**src/common/bk_pkg.sv**
```systemverilog
`default_nettype none

package bk_pkg;

	//////////////////////////////////////////////////
	// Widths

	// Console byte and host buffer word
	typedef logic [7:0]  bk_byte_t;
	typedef logic [15:0] bk_word_t;

	// Word k of the store holds bytes 2k and 2k+1
	typedef logic [10:0] bk_byte_addr_t;
	typedef logic [9:0]  bk_word_addr_t;

	// Host side indices
	typedef logic [7:0]  bk_buff_addr_t;
	typedef logic [1:0]  bk_sector_t;
	typedef logic [31:0] bk_lba_t;

	//////////////////////////////////////////////////
	// Save file layout

	localparam int BK_RAM_BYTES        = 2048;
	localparam int BK_SECTORS          = 4;
	localparam int BK_WORDS_PER_SECTOR = 256;
	localparam int BK_FORMAT_WORDS     = 4;

	// Default header is "HUBM" then the size word pair
	localparam bk_word_t BK_HEADER_0 = 16'h5548;
	localparam bk_word_t BK_HEADER_1 = 16'h4D42;
	localparam bk_word_t BK_HEADER_2 = 16'h8800;
	localparam bk_word_t BK_HEADER_3 = 16'h8010;

	//////////////////////////////////////////////////
	// Bundles

	typedef struct packed {
		bk_byte_addr_t addr;
		bk_byte_t      wdata;
		logic          we;
	} bk_console_t;

	typedef struct packed {
		logic    rd;
		logic    wr;
		bk_lba_t lba;
	} bk_host_req_t;

	typedef struct packed {
		logic          ack;
		bk_buff_addr_t buff_addr;
		bk_word_t      buff_dout;
		logic          buff_wr;
	} bk_host_buf_t;

	// One word write into the store
	typedef struct packed {
		bk_word_addr_t addr;
		bk_word_t      data;
		logic          we;
	} bk_word_wr_t;

	typedef enum logic [1:0] {
		BK_IDLE,
		BK_REQ,
		BK_XFER
	} bk_state_t;

endpackage

`default_nettype wire

```
**src/bk_ram/bk_format_writer.sv**
```systemverilog
`default_nettype none

module bk_format_writer (
	input  wire                 clk_sys,
	input  wire                 reset,
	input  wire                 format,
	output bk_pkg::bk_word_wr_t fmt_wr,
	output logic                busy
);

	localparam int IDX_W = $clog2(bk_pkg::BK_FORMAT_WORDS);
	localparam logic [IDX_W-1:0] IDX_LAST = IDX_W'(bk_pkg::BK_FORMAT_WORDS - 1);

	logic             format_d;
	logic [IDX_W-1:0] idx;
	bk_pkg::bk_word_t header;

	// Header word for the current slot
	always_comb begin
		case (idx)
			2'd0:    header = bk_pkg::BK_HEADER_0;
			2'd1:    header = bk_pkg::BK_HEADER_1;
			2'd2:    header = bk_pkg::BK_HEADER_2;
			default: header = bk_pkg::BK_HEADER_3;
		endcase
	end

	always_ff @(posedge clk_sys) begin
		if (reset) begin
			format_d <= 1'b0;
			busy     <= 1'b0;
			idx      <= '0;
		end else begin
			format_d <= format;
			if (busy) begin
				idx <= idx + 1'b1;
				if (idx == IDX_LAST)
					busy <= 1'b0;
			end else if (format && !format_d) begin
				busy <= 1'b1;
				idx  <= '0;
			end
		end
	end

	// Header word k goes to store word k on busy cycle k
	assign fmt_wr = '{
		addr: bk_pkg::bk_word_addr_t'(idx),
		data: header,
		we:   busy
	};

endmodule

`default_nettype wire

```
**config.mk**
```make
export PLATFORM = sky130hd
export DESIGN_NAME = bk_format_writer
export DESIGN_NICKNAME = d
export VERILOG_FILES = /design/src/common/bk_pkg.sv /design/src/bk_ram/bk_format_writer.sv
export SDC_FILE = /design/constraint.sdc
export NUM_CORES = 1
export LEC_CHECK = 0
export BUFFER_PORTS_ARGS = -buffer_cell sky130_fd_sc_hd__buf_4
export CORE_AREA = 2 2 39 41
export CTS_BUF_LIST = sky130_fd_sc_hd__clkbuf_2 sky130_fd_sc_hd__clkbuf_4 sky130_fd_sc_hd__clkbuf_8
export CTS_CLUSTER_DIAMETER = 120
export CTS_CLUSTER_SIZE = 14
export DETAILED_ROUTE_END_ITERATION = 8
export DIE_AREA = 0 0 41 43
export PLACE_DENSITY_LB_ADDON = 0.15
export SETUP_SLACK_MARGIN = 0.05
export SLEW_MARGIN = 0
export SYNTH_ARGS = -nofsm -noshare
export SYNTH_HDL_FRONTEND = slang
export SYNTH_SLANG_ARGS = --single-unit
```
**constraint.sdc**
```tcl
create_clock -name clk_sys -period 2.06 [get_ports clk_sys]
set_input_delay 0.206 -clock clk_sys [delete_from_list [all_inputs] [get_ports clk_sys]]
set_output_delay 0.206 -clock clk_sys [all_outputs]
set_load 0.005 [all_outputs]
```
==> flow_metrics.py <==
metrics = {
    "global_route": {
        "grt_antenna_before_repair": 0,
        "grt_pass1_vias": 229,
        "grt_use_total_pct": 7.31,
        "overflow": 0,
        "grt_max_degree": 8,
        "grt_pass1_wl_um": 862,
    },
    "final_layout": {
        "n_antenna_cell": 0,
        "drive_above_1_share_pct": 39.7,
        "area_growth_pct": 17.5,
        "final_cell_area_um2": 462,
        "finalNetCount": 69,
        "layoutNonFillerInstCount": 74,
        "mostFrequentLayoutCell": "buf_4",
        "layout_common_cells": "buf_4 (16), conb_1 (14), ha_1 (6)",
    },
    "placement": {
        "dp.cells": 71,
        "pre_cts_ws_ns": 0.680,
        "dpl.hpwl_um": 490,
        "io_buffers": 16,
        "place_area_um2": 439,
        "place_congestion": 0.643,
    },
    "setup_path": {
        "path_buf_inv": 2,
        "regToRegSetupSlack_ns": 0.92,
        "rr_worst_depth": 4,
        "crit_type": "reg -> out",
        "r2r_start": "idx[0]$_SDFFE_PP0P_",
        "slowest_stage": "dfxtp_1",
        "crit_chain": "inv_1 -> ha_1 -> or2_2 -> buf_4",
        "critPathArrivalTime_ns": 1.41,
        "critPathTopFamily": "flip-flops",
        "reg2reg_to": "idx[1]$_SDFFE_PP0P_",
        "worstSetupEndpointType": "output port",
        "worstPathRequired_ns": 1.85,
        "crit_fanout": 7,
        "cp.depth": 4,
        "cpPeakStageDelay_ns": 0.45,
        "critPathLaunchType": "register",
    },
    "synth": {
        "avgSynthCellArea_um2": 8.73,
        "synth.yosys.warnings": 0,
        "yosysSeqAreaShare_pct": 20.4,
        "netlist_instances": 45,
        "netlist-cell-type-count": 14,
        "synth.area.top_cells": "buf_4 (36%), dfxtp_1 (20%), ha_1 (19%)",
        "yosys.area.top_type": "buf_4",
        "syn_area_um2": 393,
        "ys_ff_latch": 4,
        "synth_top_area_share_pct": 36.3,
    },
    "pwr": {
        "p_sw_mw": 0.0651,
        "p_per_area_mw_per_mm2": 542,
        "internal_power_mw": 0.185,
        "ir_drop_mv": 0.324,
        "pwr-share-comb_pct": 26.5,
        "switching_share_pct": 26.0,
        "clkPwrFrac_pct": 37.9,
        "p_leak_nw": 0.252,
        "pwr-share-seq_pct": 35.6,
    },
    "sta": {
        "fmax_mhz": 620,
        "drv_slew": 0,
        "period_minus_slack_ns": 1.61,
        "setup_violations": 0,
        "fin_skew_ns": 0.00208,
        "fin_setup_tns_ns": 0,
        "final_hold_viol_count": 0,
        "fin_ws_ns": 0.447,
        "min_period_over_period_pct": 78.3,
        "rsz0062_at_grt": "no",
    },
    "cts": {
        "cts_sinks": 4,
        "post_cts_resized": 0,
        "ctsHoldBuffers": 0,
        "htreeDepth": 1,
        "root_buffer": "clkbuf_4",
        "cts_setup_buffers": 0,
        "cts_buffers": 3,
        "clockBufferDepth": 2,
        "clkTransAtPathRegs_ns": 0.04,
        "cts_tree": "built",
        "clk_latency_ns": 0.23,
    },
    "routing": {
        "first_pass_iters": 2,
        "drc": 0,
        "viasPerCell": 3.47,
        "vias": 257,
        "detail-route-antenna-nets": 0,
        "drtIter0Drc": 1,
        "postRouteWirelength_um": 570,
        "avgRoutedWirePerCell_um": 7.70,
    },
    "hold_path": {
        "hold_path.class": "in -> reg",
        "hold_depth": 2,
        "worstHoldStart": "reset",
        "min_to": "busy$_SDFF_PP0_",
    },
    "flow_run": {
        "timing.max_cap.violations": 0,
    },
    "floorplan": {
        "num_io_pins": 31,
        "start_util_pct": 28.4,
        "dieWidth_um": 41,
        "die_y_um": 43,
        "rows": 14,
        "dieArea_mm2": 0.00176,
        "core_mm2": 0.00138,
    },
    "status": {
        "status": "finished, final reports clean",
    },
}
sequential cells by signal, summed over array words and instances (netlist names):
signal / flops
idx: 2
format_d: 1
busy: 1
synth_stat cells (all sizes together):
| library cell | n |
|---|---|
| ha | 6 |
| buf | 19 |
| nand3b | 2 |
| mux2 | 1 |
| dfxtp | 4 |
| inv | 2 |
| or2 | 1 |
| nor2 | 3 |
| nand2b | 1 |
| nor2b | 1 |
| a21oi | 2 |
| conb | 1 |
| nand2 | 2 |
logic make-up (layout without fill, tap and decap cells):
group,Yosys count,after routing,synth area share [%]
AOI/OAI and AO/OA,2,2,2.55
adders and majority gates,6,6,19.1
buffers and inverters,21,21,38.2
DFF,4,4,20.4
muxes,1,1,2.87
other,1,14,0.954
and+or+nand+nor,10,10,15.9
worst reg2reg max path, delay by kind of cell (launching register included):
family / cells / cell delay [ns]
AND/OR/NAND/NOR: 1 / 0.05
adder cells (fa/ha/maj): 1 / 0.32
buffers and inverters: 1 / 0.12
flip-flops: 1 / 0.45
AO/OA/AOI/OAI: 1 / 0.13
power by group through the flow:
stage / Combinational (mW) / Sequential, mW / Clock (mW)
after floorplan: 0.0606 / 0.0895 / 0
after global placement: 0.0676 / 0.0906 / 0
after detailed placement: 0.0672 / 0.0906 / 0
after CTS: 0.0673 / 0.0895 / 0.101
after global routing: 0.0776 / 0.0905 / 0.101
final: 0.0663 / 0.0892 / 0.0949
how the worst max path moves through the flow:
stage	to	start	slack [ns]
CTS	fmt_wr[16]	idx[0]$_SDFFE_PP0P_	0.42
finish	fmt_wr[16]	idx[0]$_SDFFE_PP0P_	0.45
global route	fmt_wr[15]	idx[0]$_SDFFE_PP0P_	0.33
floorplan	fmt_wr[11]	idx[0]$_SDFFE_PP0P_	0.78
global placement	fmt_wr[16]	idx[0]$_SDFFE_PP0P_	0.71
detailed placement	fmt_wr[16]	idx[0]$_SDFFE_PP0P_	0.68
through the flow:
step / hold slack [ns] / power (mW) / utilization (%)
2_1_floorplan: 0.273 / 0.150 / -
3_5_place_dp: 0.403 / 0.158 / 31.7
4_1_cts: 0.154 / 0.257 / 33.4
5_1_grt: 0.171 / 0.269 / 33.4
6_report: 0.164 / 0.250 / 33.4
3_3_place_gp: 0.405 / 0.158 / 31.7
metal layers:
metal | up-vias | global-route usage, % | part of all wire [%] | wire (um)
li1 | 131 | - | - | -
met1 | 104 | 8.60 | 38 | 219
met2 | 22 | 10.3 | 43 | 244
met3 | 0 | 2.09 | 19 | 107
met4 | 0 | 6.00 | 0 | 0
met5 | - | 0 | 0 | 0
area by class of cell:
type	instances	area, um^2
inverter	2	7.51
sequential	4	80.1
clock buffer	3	22.5
timing repair buffer	16	120
tap	16	20.0
fill	159	922
multi-input combinational	33	211
Power figures use the tool's default switching activity.
