File: config.mk
export PLATFORM = sky130hd
export DESIGN_NAME = bk_sequencer
export DESIGN_NICKNAME = d
export VERILOG_FILES = /design/src/common/bk_pkg.sv /design/src/bk_sequencer.sv
export SDC_FILE = /design/constraint.sdc
export NUM_CORES = 1
export LEC_CHECK = 0
export BUFFER_PORTS_ARGS = -buffer_cell sky130_fd_sc_hd__buf_2
export CORE_UTILIZATION = 40
export CTS_BUF_LIST = sky130_fd_sc_hd__clkbuf_2
export DETAILED_ROUTE_END_ITERATION = 8
export GPL_TIMING_DRIVEN = 0
export PLACE_DENSITY = 0.81
export SLEW_MARGIN = 40
export SYNTH_ARGS = -nofsm -noshare
export SYNTH_HDL_FRONTEND = slang
export SYNTH_SLANG_ARGS = --single-unit
File: constraint.sdc
create_clock -name clk_sys -period 1.8 [get_ports clk_sys]
set_clock_uncertainty 0.15 [all_clocks]
set_input_delay 0.36 -clock clk_sys [delete_from_list [all_inputs] [get_ports clk_sys]]
set_output_delay 0.36 -clock clk_sys [all_outputs]
set_load 0.05 [all_outputs]
File: src/common/bk_pkg.sv
`default_nettype none

package bk_pkg;

	//////////////////////////////////////////////////
	// Widths

	// Console byte and host buffer word
	typedef logic [7:0]  bk_byte_t;
	typedef logic [15:0] bk_word_t;

	// Word k of the store holds bytes 2k and 2k+1
	typedef logic [10:0] bk_byte_addr_t;
	typedef logic [9:0]  bk_word_addr_t;

	// Host side indices
	typedef logic [7:0]  bk_buff_addr_t;
	typedef logic [1:0]  bk_sector_t;
	typedef logic [31:0] bk_lba_t;

	//////////////////////////////////////////////////
	// Save file layout

	localparam int BK_RAM_BYTES        = 2048;
	localparam int BK_SECTORS          = 4;
	localparam int BK_WORDS_PER_SECTOR = 256;
	localparam int BK_FORMAT_WORDS     = 4;

	// Default header is "HUBM" then the size word pair
	localparam bk_word_t BK_HEADER_0 = 16'h5548;
	localparam bk_word_t BK_HEADER_1 = 16'h4D42;
	localparam bk_word_t BK_HEADER_2 = 16'h8800;
	localparam bk_word_t BK_HEADER_3 = 16'h8010;

	//////////////////////////////////////////////////
	// Bundles

	typedef struct packed {
		bk_byte_addr_t addr;
		bk_byte_t      wdata;
		logic          we;
	} bk_console_t;

	typedef struct packed {
		logic    rd;
		logic    wr;
		bk_lba_t lba;
	} bk_host_req_t;

	typedef struct packed {
		logic          ack;
		bk_buff_addr_t buff_addr;
		bk_word_t      buff_dout;
		logic          buff_wr;
	} bk_host_buf_t;

	// One word write into the store
	typedef struct packed {
		bk_word_addr_t addr;
		bk_word_t      data;
		logic          we;
	} bk_word_wr_t;

	typedef enum logic [1:0] {
		BK_IDLE,
		BK_REQ,
		BK_XFER
	} bk_state_t;

endpackage

`default_nettype wire

File: src/bk_sequencer.sv
`default_nettype none

module bk_sequencer (
	input  wire                  clk_sys,
	input  wire                  reset,
	input  wire                  load,
	input  wire                  save,
	input  wire                  img_mounted,
	input  wire                  img_readonly,
	input  wire                  console_we,
	input  wire                  ack,
	input  wire                  last,
	output bk_pkg::bk_host_req_t host_req,
	input  wire bk_pkg::bk_sector_t sector,
	output logic                 cnt_clear,
	output logic                 cnt_step,
	output logic                 busy,
	output logic                 loading,
	output logic                 pending
);

	bk_pkg::bk_state_t state;
	logic              enabled;
	logic              load_d;
	logic              save_d;
	logic              ack_d;
	logic              req_rd;
	logic              req_wr;
	logic              load_rise;
	logic              save_rise;
	logic              ack_rise;
	logic              ack_fall;
	logic              start;

	assign load_rise = load & ~load_d;
	assign save_rise = save & ~save_d;
	assign ack_rise  = ack & ~ack_d;
	assign ack_fall  = ~ack & ack_d;

	// Only accepted from idle with a writable image
	assign start     = (state == bk_pkg::BK_IDLE) && enabled && (load_rise || save_rise);
	assign cnt_clear = start;
	assign cnt_step  = (state == bk_pkg::BK_XFER) && ack_fall && !last;
	assign busy      = (state != bk_pkg::BK_IDLE);

	assign host_req = '{rd: req_rd, wr: req_wr, lba: bk_pkg::bk_lba_t'(sector)};

	//////////////////////////////////////////////////
	// Edge history and status flags

	always_ff @(posedge clk_sys) begin
		if (reset) begin
			load_d  <= 1'b0;
			save_d  <= 1'b0;
			ack_d   <= 1'b0;
			enabled <= 1'b0;
			pending <= 1'b0;
		end else begin
			load_d <= load;
			save_d <= save;
			ack_d  <= ack;

			// A read-only mount disables saving again
			if (img_mounted)
				enabled <= ~img_readonly;

			if (start)
				pending <= 1'b0;
			else if (console_we && enabled)
				pending <= 1'b1;
		end
	end

	//////////////////////////////////////////////////
	// Transfer FSM

	always_ff @(posedge clk_sys) begin
		if (reset) begin
			state   <= bk_pkg::BK_IDLE;
			req_rd  <= 1'b0;
			req_wr  <= 1'b0;
			loading <= 1'b0;
		end else begin
			case (state)
				bk_pkg::BK_IDLE: begin
					if (start) begin
						// Load wins over a save on the same cycle
						loading <= load_rise;
						req_rd  <= load_rise;
						req_wr  <= ~load_rise;
						state   <= bk_pkg::BK_REQ;
					end
				end
				bk_pkg::BK_REQ: begin
					// Host took the request
					if (ack_rise) begin
						req_rd <= 1'b0;
						req_wr <= 1'b0;
						state  <= bk_pkg::BK_XFER;
					end
				end
				bk_pkg::BK_XFER: begin
					if (ack_fall) begin
						if (last) begin
							loading <= 1'b0;
							state   <= bk_pkg::BK_IDLE;
						end else begin
							req_rd <= loading;
							req_wr <= ~loading;
							state  <= bk_pkg::BK_REQ;
						end
					end
				end
				default: state <= bk_pkg::BK_IDLE;
			endcase
		end
	end

endmodule

`default_nettype wire

==> impl_results.md <==
- Status: finished clean
- Post-Syn Instances: around 100
- Buf/Inv on CP: 2
- Yosys warning count: 0
- Vias in the first global route: around 520
- Hold Path Depth: 2
- Final Hold Fails: 0
- Number of synthesized flops with an enable pin: 0
- Clock slew at reported path FFs: 0.10 ns
- Final Max Slew Viols: 0
- Unique masters post-synth: 30
- Antenna Nets Post-Route: 0
- Clock Latency Late Sink: between 0.2 and 0.3 ns
- Detailed-route wire length on metal 1: 592 microns
- Yosys reg bits: 10
- Crit-path slowest cell: dfxtp_2
- # rows: 16
- Dpl ws: -0.134 ns
- Max-cap violations: 0
- Drt pass-1 iters: 4
- CP endpoint kind: output pin
- Final Critical Period: 1.76 ns
- Util after Layout: 0.606
- Grt total ovfl: 0
- Area of the die: between 2000 and 2500 sq um
- Leading cell type in the layout, fill and taps excluded: buf_4
- Ys async rst share: 0
- # IOs: 50
- Clock buffer depth: 2
- Fin Setup TNS: 0 ns
- VDD IR-drop max: about 0.57 mV
- Worst Setup Start Kind: register
- Syn Area/Cell: 8.62 sq um
- Starting density of the core: 0.431
- CP arrival: about 1.3 ns
- Overall Global Routing Usage: 0.134
- Clock sinks: 10
- Final WL: 1530 microns
- Vias per cell: a little under 4
- Commonest non-fill, non-tap cells in the layout: 36 x buf_4, 30 x conb_1, 14 x buf_2
- Register area share after synthesis: 0.235
- Fmax: 0.569 GHz
- Fill count: 178
- Diodes inserted: 0
- Final Wtd Congestion: about 0.9
- Crit path max fanout: 4
- Family with the most delay on the worst path: flip-flops
- CP Data Required Time: 1.29 ns
- DR WL met3: between 150 and 200 microns
- PortBufs: 17
- Die width: a little under 50 microns
- Hold Path Class: input port to register
- Initial antenna violation count: 0
- DRC viols: 0
- Die Ht: about 48 microns
- Total CTS buffers: 3
- Final setup viols: 0
- First-pass GRT wire length: around 2100 microns
- Static leakage: approximately 0.65 nW
- Setup slack, reg-to-reg: ~0.1 ns
- Path depth of the worst reg2reg path: 6
- Synth Flop Type: dfxtp_1
- Clock root buffer: clkbuf_2
- Synth Cell Area: 853 sq um
- Worst path cell trace: inv_4 -> ha_4 -> nor3b_4 -> buf_6
- Synth-to-Final Area Change: 40.8%
- CP max stage delay: about 0.36 ns
- Cell Pwr Density: 986 nW/um^2
- Met2 WL: about 750 microns
- Hold slack: approximately 0.12 ns
- Crit path from: state[0]$_SDFFE_PP0P_
- Nets: around 170
- WS Path Type: register to output pin
- Largest net degree at the start of global routing: 11
- Vias: ~690
- Top Layer Used: met4
- Core ar.: ~2000 sq um
- First DRT Iteration DRCs: 6
- Post-route worst setup slack: roughly 0.042 ns
- H-tree depth: 1
- Detailed placer's ending HPWL: 1180 microns
- Worst hold start: img_readonly
- TritonCTS clock tree: done
- Crit share post-route: 0.977
- Wire per inst: 8.62 microns
- Reg2Reg Capture Point: loading$_SDFFE_PP0P_
- Share of post-route cells with drive strength above 1: 0.507
- Hold Path End: enabled$_SDFFE_PP0P_
- R2r startpoint: state[0]$_SDFFE_PP0P_
## power by group
part	switching, mW	internal [mW]
Combinational	0.460	0.295
Clock	0.0798	0.0482
Sequential	0.0381	0.263
Total	0.578	0.606
## sequential cells by signal (all words and copies together) (netlist names)
register,flops
pending,1
req_wr,1
ack_d,1
state,2
enabled,1
req_rd,1
load_d,1
loading,1
save_d,1
## Yosys cell counts (all sizes together), types with 2 or more instances
library cell / n / area share
buf: 35 / 0.31
dfxtp: 10 / 0.23
ha: 5 / 0.073
inv: 5 / 0.022
nand2b: 5 / 0.045
nor2b: 5 / 0.037
a21oi: 3 / 0.018
mux2i: 3 / 0.035
nor2: 3 / 0.013
nor3: 3 / 0.018
o21ai: 3 / 0.018
or2b: 3 / 0.031
mux2: 2 / 0.026
nor3b: 2 / 0.018
## worst register-to-register path: cells and delay by family (launching register included)
| family | cells | cell delay (ns) |
|---|---|---|
| buffers and inverters | 1 | 0.09 |
| flip-flops | 1 | 0.36 |
| AO/OA/AOI/OAI | 2 | 0.34 |
| AND/OR/NAND/NOR | 1 | 0.07 |
| multiplexers | 1 | 0.35 |
| adder cells (fa/ha/maj) | 1 | 0.24 |
## logic make-up after synthesis
family                   share of synthesized area
multiplexers                                0.0616
other                                      0.00439
AO/OA/AOI/OAI                               0.0924
buffers and inverters                        0.334
AND/OR/NAND/NOR                              0.199
adder cells (fa/ha/maj)                     0.0733
flip-flops                                   0.235
## cell type report
type                    count  area, sq um  share of cell area
multi-input cells          78          546               0.454
plain buffers              35          267               0.222
flip-flops and latches     10          205               0.171
repair buffers             18          108              0.0896
well taps                  27         33.8              0.0281
inverters                   5         23.8              0.0198
clock buffers               3         15.0              0.0125
clock inverters             1         3.75             0.00313
## routing by layer
| metal | GRT usage | vias up |
|---|---|---|
| li1 | - | 365 |
| met1 | 0.141 | 280 |
| met5 | 0 | - |
| met4 | 0.0667 | 0 |
| met3 | 0.0222 | 5 |
| met2 | 0.253 | 38 |
## worst max-delay path by stage
stage,endpoint,slack (ns),cells after the start
finish,cnt_step,0.04,4
global placement,state[0]$_SDFFE_PP0P_,-0.08,5
floorplan,cnt_clear,0.008,4
CTS,cnt_step,-0.02,4
global route,cnt_step,-0.0007,4
detailed placement,state[0]$_SDFFE_PP0P_,-0.13,5
## through the flow
stage | instances | instance area (sq um) | total power, mW
2_1_floorplan | 128 | 970 | 0.857
3_3_place_gp | 172 | 1090 | 0.933
3_5_place_dp | 172 | 1090 | 0.948
4_1_cts | 176 | 1150 | 1.12
5_1_grt | 177 | 1200 | 1.26
6_report | 177 | 1200 | 1.18
## repair_timing
item | in CTS | in global routing
resized for setup | 11 | 12
hold buffers | 0 | 0
setup buffers | 0 | 1
gates cloned | 0 | 0
setup endpoints to repair | 4 | 6
pin swaps | 0 | 2
No activity file was read; power rests on OpenSTA's default activity.
